### config.mk
export PLATFORM = sky130hd
export DESIGN_NAME = wr_req_arbiter_2
export DESIGN_NICKNAME = d
export VERILOG_FILES = /design/src/hdl/wr_req_pkg.sv /design/src/hdl/fifo_read_if.sv /design/src/hdl/req_fifo.sv /design/src/hdl/req_ingress.sv /design/src/hdl/rr_arbiter.sv /design/src/hdl/burst_reader.sv /design/src/hdl/req_egress.sv /design/src/hdl/wr_req_arbiter_2.sv
export SDC_FILE = /design/constraint.sdc
export NUM_CORES = 2
export LEC_CHECK = 0
export ABC_AREA = 1
export ABC_CLOCK_PERIOD_IN_PS = 2880
export BUFFER_PORTS_ARGS = -buffer_cell sky130_fd_sc_hd__buf_2
export CORE_AREA = 2 2 432 327
export CTS_BUF_LIST = sky130_fd_sc_hd__clkbuf_4 sky130_fd_sc_hd__clkbuf_8
export CTS_CLUSTER_DIAMETER = 30
export DETAILED_ROUTE_END_ITERATION = 16
export DIE_AREA = 0 0 434 329
export GPL_TIMING_DRIVEN = 1
export PLACE_DENSITY = 0.66
export SKIP_LAST_GASP = 1
export SLEW_MARGIN = 15
export SYNTH_ARGS = -nofsm -noshare
export SYNTH_HDL_FRONTEND = slang
export SYNTH_SLANG_ARGS = --single-unit
export TNS_END_PERCENT = 1
### constraint.sdc
create_clock -name clk -period 2.88 [get_ports clk]
set_clock_uncertainty 0.15 [all_clocks]
set_input_delay 0.144 -clock clk [delete_from_list [all_inputs] [get_ports clk]]
set_output_delay 0.144 -clock clk [all_outputs]
set_load 0.005 [all_outputs]
### src/hdl/wr_req_pkg.sv
package wr_req_pkg;

  typedef logic [31:0] req_word_t;
  typedef logic [4:0] fifo_count_t;   // Holds 0 to 16
  typedef logic [1:0] port_mask_t;    // One bit per input port

  localparam int IN_FIFO_DEPTH_BITS = 4;
  localparam int OUT_FIFO_DEPTH_BITS = 4;

  // Input threshold leaves room for the words still in flight from a requester
  localparam int IN_ALMOST_FULL = 8;
  localparam int OUT_ALMOST_FULL = 8;

  localparam int BURST_LEN = 4;

  typedef enum logic [1:0] {
    ST_IDLE,
    ST_READ,
    ST_DRAIN1,
    ST_DRAIN2
  } burst_state_t;

endpackage

### src/hdl/fifo_read_if.sv
`timescale 1ns/1ps

interface fifo_read_if;
  import wr_req_pkg::*;

  logic re;
  logic valid;
  req_word_t dout;
  logic burst_ready;   // At least one whole burst is stored

  modport reader (output re, input valid, input dout, input burst_ready);
  modport fifo (input re, output valid, output dout, output burst_ready);

endinterface

### src/hdl/req_fifo.sv
`timescale 1ns/1ps

module req_fifo #(
  parameter int WIDTH_BITS = 32,
  parameter int DEPTH_BITS = 4,
  parameter int ALMOST_FULL = 8
) (
  input  logic clk,
  input  logic rst,
  input  logic we,
  input  logic [WIDTH_BITS-1:0] din,
  input  logic re,
  output logic valid,
  output logic [WIDTH_BITS-1:0] dout,
  output wr_req_pkg::fifo_count_t count,
  output logic empty,
  output logic full,
  output logic almost_full
);

  localparam int DEPTH = 2 ** DEPTH_BITS;

  logic [WIDTH_BITS-1:0] mem [DEPTH];
  logic [DEPTH_BITS-1:0] wr_ptr;
  logic [DEPTH_BITS-1:0] rd_ptr;
  logic do_write;
  logic do_read;

  // Writes to a full FIFO and reads from an empty one are dropped
  assign do_write = we && !full;
  assign do_read = re && !empty;

  assign empty = count == '0;
  assign full = count == $bits(count)'(DEPTH);
  assign almost_full = count >= $bits(count)'(ALMOST_FULL);

  always_ff @(posedge clk) begin
    if (do_write) mem[wr_ptr] <= din;
    if (do_read) dout <= mem[rd_ptr];
  end

  always_ff @(posedge clk) begin
    if (rst) begin
      wr_ptr <= '0;
      rd_ptr <= '0;
      count <= '0;
      valid <= 1'b0;
    end else begin
      valid <= do_read;   // Data shows up one cycle after the read
      if (do_write) wr_ptr <= wr_ptr + 1'b1;
      if (do_read) rd_ptr <= rd_ptr + 1'b1;
      case ({do_write, do_read})
        2'b10: count <= count + 1'b1;
        2'b01: count <= count - 1'b1;
        default: ;
      endcase
    end
  end

  a_no_read_empty: assert property (@(posedge clk) disable iff (rst) re |-> !empty);
  a_no_write_full: assert property (@(posedge clk) disable iff (rst) we |-> !full);

endmodule

### src/hdl/req_ingress.sv
`timescale 1ns/1ps

module req_ingress (
  input  logic clk,
  input  logic rst,
  input  logic wr_en,
  input  wr_req_pkg::req_word_t wr_data,
  output logic available,
  fifo_read_if.fifo rd
);
  import wr_req_pkg::*;

  logic we_q;
  req_word_t din_q;
  fifo_count_t count;
  logic full;
  logic almost_full;

  always_ff @(posedge clk) begin
    if (rst) begin
      we_q <= 1'b0;
      available <= 1'b0;
    end else begin
      we_q <= wr_en;
      available <= !almost_full;   // Follows the FIFO level one cycle late
    end
  end

  always_ff @(posedge clk) din_q <= wr_data;

  req_fifo #(
    .WIDTH_BITS($bits(req_word_t)),
    .DEPTH_BITS(IN_FIFO_DEPTH_BITS),
    .ALMOST_FULL(IN_ALMOST_FULL)
  ) in_fifo (
    .clk(clk),
    .rst(rst),
    .we(we_q),
    .din(din_q),
    .re(rd.re),
    .valid(rd.valid),
    .dout(rd.dout),
    .count(count),
    .empty(),
    .full(full),
    .almost_full(almost_full)
  );

  assign rd.burst_ready = count >= fifo_count_t'(BURST_LEN);

  // A strobe from the requester must land on a FIFO with room left
  a_write_has_room: assert property (@(posedge clk) disable iff (rst) wr_en |=> !full);

endmodule

### src/hdl/rr_arbiter.sv
`timescale 1ns/1ps

module rr_arbiter (
  input  logic clk,
  input  logic rst,
  input  wr_req_pkg::port_mask_t request,
  input  logic accept,
  output wr_req_pkg::port_mask_t grant,
  output logic grant_valid
);

  logic prio;   // Port that wins a tie

  always_comb begin
    grant = '0;
    if (request[prio]) begin
      grant[prio] = 1'b1;
    end else if (request[~prio]) begin
      grant[~prio] = 1'b1;
    end
  end

  assign grant_valid = |grant;

  always_ff @(posedge clk) begin
    if (rst) begin
      prio <= 1'b0;
    end else if (accept) begin
      // Priority moves to the port after the winner
      prio <= !grant[1];
    end
  end

  a_grant_onehot: assert property (@(posedge clk) disable iff (rst)
    grant_valid |-> $onehot(grant));

endmodule

### src/hdl/burst_reader.sv
`timescale 1ns/1ps

module burst_reader (
  input  logic clk,
  input  logic rst,
  fifo_read_if.reader rd0,
  fifo_read_if.reader rd1,
  input  wr_req_pkg::port_mask_t grant,
  input  logic grant_valid,
  output logic accept,
  output logic fwd_valid,
  output wr_req_pkg::req_word_t fwd_data
);
  import wr_req_pkg::*;

  localparam int BEAT_BITS = $clog2(BURST_LEN);

  burst_state_t state;
  port_mask_t re_sel;
  logic [BEAT_BITS-1:0] beat;

  assign accept = (state == ST_IDLE) && grant_valid;
  assign rd0.re = re_sel[0];
  assign rd1.re = re_sel[1];

  always_ff @(posedge clk) begin
    if (rst) begin
      state <= ST_IDLE;
      re_sel <= '0;
      beat <= '0;
    end else begin
      case (state)
        ST_IDLE: begin
          if (grant_valid) begin
            re_sel <= grant;
            beat <= '0;
            state <= ST_READ;
          end
        end
        ST_READ: begin
          if (beat == BEAT_BITS'(BURST_LEN - 1)) begin
            re_sel <= '0;
            state <= ST_DRAIN1;
          end else begin
            beat <= beat + 1'b1;
          end
        end
        // Two idle cycles so the FIFO counts settle before the next grant
        ST_DRAIN1: state <= ST_DRAIN2;
        ST_DRAIN2: state <= ST_IDLE;
        default: state <= ST_IDLE;
      endcase
    end
  end

  always_ff @(posedge clk) begin
    if (rst) fwd_valid <= 1'b0;
    else fwd_valid <= rd0.valid || rd1.valid;
  end

  always_ff @(posedge clk) begin
    fwd_data <= rd0.valid ? rd0.dout : rd1.dout;   // Only one FIFO answers at a time
  end

  a_single_reader: assert property (@(posedge clk) disable iff (rst) !(rd0.re && rd1.re));

endmodule

### src/hdl/req_egress.sv
`timescale 1ns/1ps

module req_egress (
  input  logic clk,
  input  logic rst,
  input  logic fwd_valid,
  input  wr_req_pkg::req_word_t fwd_data,
  output logic almost_full,
  input  logic available_out,
  output logic en_out,
  output wr_req_pkg::req_word_t data_out
);
  import wr_req_pkg::*;

  logic re;
  logic empty;
  logic valid;
  req_word_t dout;

  // Reading stops in the same cycle the sink drops its level
  assign re = available_out && !empty;

  req_fifo #(
    .WIDTH_BITS($bits(req_word_t)),
    .DEPTH_BITS(OUT_FIFO_DEPTH_BITS),
    .ALMOST_FULL(OUT_ALMOST_FULL)
  ) out_fifo (
    .clk(clk),
    .rst(rst),
    .we(fwd_valid),
    .din(fwd_data),
    .re(re),
    .valid(valid),
    .dout(dout),
    .count(),
    .empty(empty),
    .full(),
    .almost_full(almost_full)
  );

  always_ff @(posedge clk) begin
    if (rst) en_out <= 1'b0;
    else en_out <= valid;
  end

  always_ff @(posedge clk) data_out <= dout;

endmodule

### src/hdl/wr_req_arbiter_2.sv
`timescale 1ns/1ps

module wr_req_arbiter_2 (
  input  logic clk,
  input  logic rst,
  input  wr_req_pkg::port_mask_t req_wr_en_in,
  input  wr_req_pkg::req_word_t [1:0] req_wr_data_in,
  output wr_req_pkg::port_mask_t req_wr_available_in,
  input  logic req_wr_available_out,
  output logic req_wr_en_out,
  output wr_req_pkg::req_word_t req_wr_data_out
);
  import wr_req_pkg::*;

  port_mask_t request;
  port_mask_t grant;
  logic grant_valid;
  logic accept;
  logic fwd_valid;
  req_word_t fwd_data;
  logic out_almost_full;

  fifo_read_if rd0 ();
  fifo_read_if rd1 ();

  req_ingress ingress0 (
    .clk(clk),
    .rst(rst),
    .wr_en(req_wr_en_in[0]),
    .wr_data(req_wr_data_in[0]),
    .available(req_wr_available_in[0]),
    .rd(rd0)
  );

  req_ingress ingress1 (
    .clk(clk),
    .rst(rst),
    .wr_en(req_wr_en_in[1]),
    .wr_data(req_wr_data_in[1]),
    .available(req_wr_available_in[1]),
    .rd(rd1)
  );

  // A port competes only with a whole burst and room downstream
  assign request[0] = rd0.burst_ready && !out_almost_full;
  assign request[1] = rd1.burst_ready && !out_almost_full;

  rr_arbiter arbiter (
    .clk(clk),
    .rst(rst),
    .request(request),
    .accept(accept),
    .grant(grant),
    .grant_valid(grant_valid)
  );

  burst_reader reader (
    .clk(clk),
    .rst(rst),
    .rd0(rd0),
    .rd1(rd1),
    .grant(grant),
    .grant_valid(grant_valid),
    .accept(accept),
    .fwd_valid(fwd_valid),
    .fwd_data(fwd_data)
  );

  req_egress egress (
    .clk(clk),
    .rst(rst),
    .fwd_valid(fwd_valid),
    .fwd_data(fwd_data),
    .almost_full(out_almost_full),
    .available_out(req_wr_available_out),
    .en_out(req_wr_en_out),
    .data_out(req_wr_data_out)
  );

endmodule

==> results.toml <==
[sta]
rsz0062_at_grt = "false"
slew_viol_final = 0
slew_headroom_pct = 44.4
tightest_slew_ns = 0.834
finalSetupViolations = 0
timing.final.crit_share_pct = 88.2
setup_tns_ns = 0
fin_crit_ns = 2.54
hold_viol = 0
fmax_ghz = 0.394

[placement]
place.gp.congestion = 0.827
place_inst = 6936
port_buffers = 103
hpwlAfterDp_um = 90300
post_dp_cell_area_um2 = 72400

[synthesis]
ys_seq_area_share_pct = 76.5
synth_seq_cells = 1815
ys_top_cells_by_area = "edfxtp_1 71%, nor2_1 6.1%, o21ai_0 5.4%, dfxtp_1 5.3%, o211ai_1 3.2%"
ys.flop_type = "edfxtp_1"
synth_common_cells = "1,632 x edfxtp_1, 1,119 x nor2_1, 741 x o21ai_0"
synth.most_common_cell = "edfxtp_1"
syn_nets = 5247
synth_warnings = 0
synthArstFlopShare_pct = 0
synth_edf_count = 1632
yosys.area.top_type = "edfxtp_1"
syn_area_um2 = 68900
synth_cell_types = 36
syn_avg_cell_area_um2 = 13.4
synth_top_area_share_pct = 71.2
synthCells = 5145

[hold_path]
hold_class = "primary input to flop"

[worst_setup_path]
path_max_fanout = 5
path_cells = "nor2_1 -> nand4_1 -> nand2_1 -> ha_1 -> inv_1 -> fa_1 -> inv_1 -> nand2_1 -> nand2_1 -> nand2_1 -> nand2_1 -> nor2_1 -> o21ai_0 -> a21oi_1"
worst-path-buf-inv = 2
critPathKind = "flop to flop"
critical_path_arrival_ns = 3.28
cp.required_ns = 3.62
critPathTopFamily = "simple AND/OR/NAND/NOR gates"
critical-path-max-stage-delay_ns = 0.41
crit_path_end_kind = "flop"
crit_path_start_kind = "flop"
cp_common_cell = "nand2_1"
cp_slowest_cell = "fa_1"

[clock_network]
path_clk_slew_ns = 0.05
cts_sinks = 1815
htreeDepth = 5
clk_latency_ns = 1.02
cts_tree = "built"
root_buffer = "clkbuf_8"
cts_buffers = 331
cts_max_path_buffers = 4
cts_resized = 0

[global_route]
grt_overflow = 0
grt_pass1_vias = 41800
grt_max_degree = 205
grt_pass1_wl_um = 255000
grt_use_total_pct = 23.5
antenna_found_initial = 4

[die]
core_um2 = 139000
ios = 104
die_w_um = 434
die_h_um = 329
placement_rows = 119
fp.dieArea_um2 = 143000
initial_core_util_pct = 49.5

[final_layout]
design_area_um2 = 80600
nNetsFinal = 5634
area_growth_pct = 17.0
instances_no_fill = 7663
fin_util_pct = 57.9
drive_above_1_share_pct = 15.1
reg.largest.list = "egress.out_fifo.mem (512), ingress0.in_fifo.mem (512), ingress1.in_fifo.mem (512)"
n_fill_cell = 10900

[detailed_routing]
routed_wl_um = 167000
wl_per_cell_um = 21.8
drtIter0Drc = 5099
vias = 43200
drtPass1Iterations = 6
antenna_left = 0
post-route-drc-count = 0
via_per_inst = 5.63

[pwr]
finalPower_uw = 67700
ir_worst_vdd_mv = 0.667
p_leak_uw = 0.0268
power_density_nw_per_um2 = 840

[outcome]
outcome = "finished, final reports clean"

[job]
drv_cap = 0
==> layer usage <==
layer | track usage (%) | up-vias | part of all wire (%) | routed length, um
li1 | - | 19700 | - | -
met1 | 34.8 | 21400 | 45 | 74600
met2 | 35.3 | 1795 | 45 | 75900
met3 | 4.21 | 282 | 7.7 | 12900
met4 | 7.84 | 0 | 2.3 | 3830
met5 | 0 | - | 0 | 0
==> worst reg2reg max path: cells and delay by family, from the launching register on <==
kind | cells | cell delay (ns)
adders and majority gates | 2 | 0.73
AOI/OAI and AO/OA | 2 | 0.28
and+or+nand+nor | 8 | 0.76
buffers and inverters | 2 | 0.15
DFF | 1 | 0.35
==> path summary, 6_finish.rpt <==
path	from	end	slack (ns)	depth (start not counted)
worst max-delay path	ingress1.in_fifo.count[3]	ingress1.in_fifo.count[4]	0.34	14
worst min-delay path	rst	ingress0.in_fifo.count[0]	0.15	4
worst max register to register	ingress1.in_fifo.count[3]	ingress1.in_fifo.count[4]	0.34	14
worst min register to register	egress.out_fifo.dout[1]	egress.data_out[1]	0.16	0
==> cells by family (layout without fill, tap and decap cells) <==
family                   after synthesis  after routing  share of synthesized area, %
flip-flops                          1815           1815                          76.5
AND/OR/NAND/NOR                     1574           1574                          8.91
other                                  0              3                             0
AO/OA/AOI/OAI                       1291           1291                          11.0
buffers and inverters                420           1060                          2.81
XOR/XNOR                              12             12                         0.153
adder cells (fa/ha/maj)               33             33                         0.621
==> report_power, final <==
group / internal [uW] / switching (uW) / total, uW
logic: 3630 / 7540 / 11200
registers: 30600 / 1260 / 31800
clock network: 14100 / 10600 / 24700
total: 48300 / 19400 / 67700
==> cell type report <==
cell class,instances,area [um^2],share of cell area (%)
clock buffer,429,5400,6.71
clock inverter,157,1350,1.68
timing repair buffer,390,3780,4.69
sequential,1815,52700,65.4
inverter,84,337,0.418
multi-input combinational,2910,14600,18.2
antenna,3,7.51,0.00932
tap,1875,2350,2.91
==> timing repair <==
action                                 CTS  global route
hold buffers                           138             0
endpoints found under the hold margin  148             0
setup buffers                            0             0
==> through the flow <==
stage / setup slack (ns) / hold slack [ns]
after global placement: 0.407 / 0.0956
after global routing: 0.134 / 0.124
after CTS: 0.390 / 0.0527
after detailed placement: 0.409 / 0.0976
after floorplan: 0.0720 / 0.0217
final: 0.341 / 0.147
==> cell usage in the layout (no fill, tap or decap), types with 14 or more instances in the layout <==
master         instances
edfxtp_1            1632
nor2_1              1071
o21ai_0              741
clkbuf_8             349
o211ai_1             295
nand2_1              292
dfxtp_1              171
nand3_1              142
dlygate4sd3_1        138
buf_2                103
o21ai_1              101
buf_4                 88
o221ai_1              80
clkbuf_4              80
inv_1                 76
buf_12                61
nor2_4                48
clkinv_1              45
clkinv_2              45
a21oi_1               41
ha_1                  31
clkinvlp_4            28
o22ai_1               20
bufinv_16             19
nand4_1               14
(Power assumes the default switching activity.)
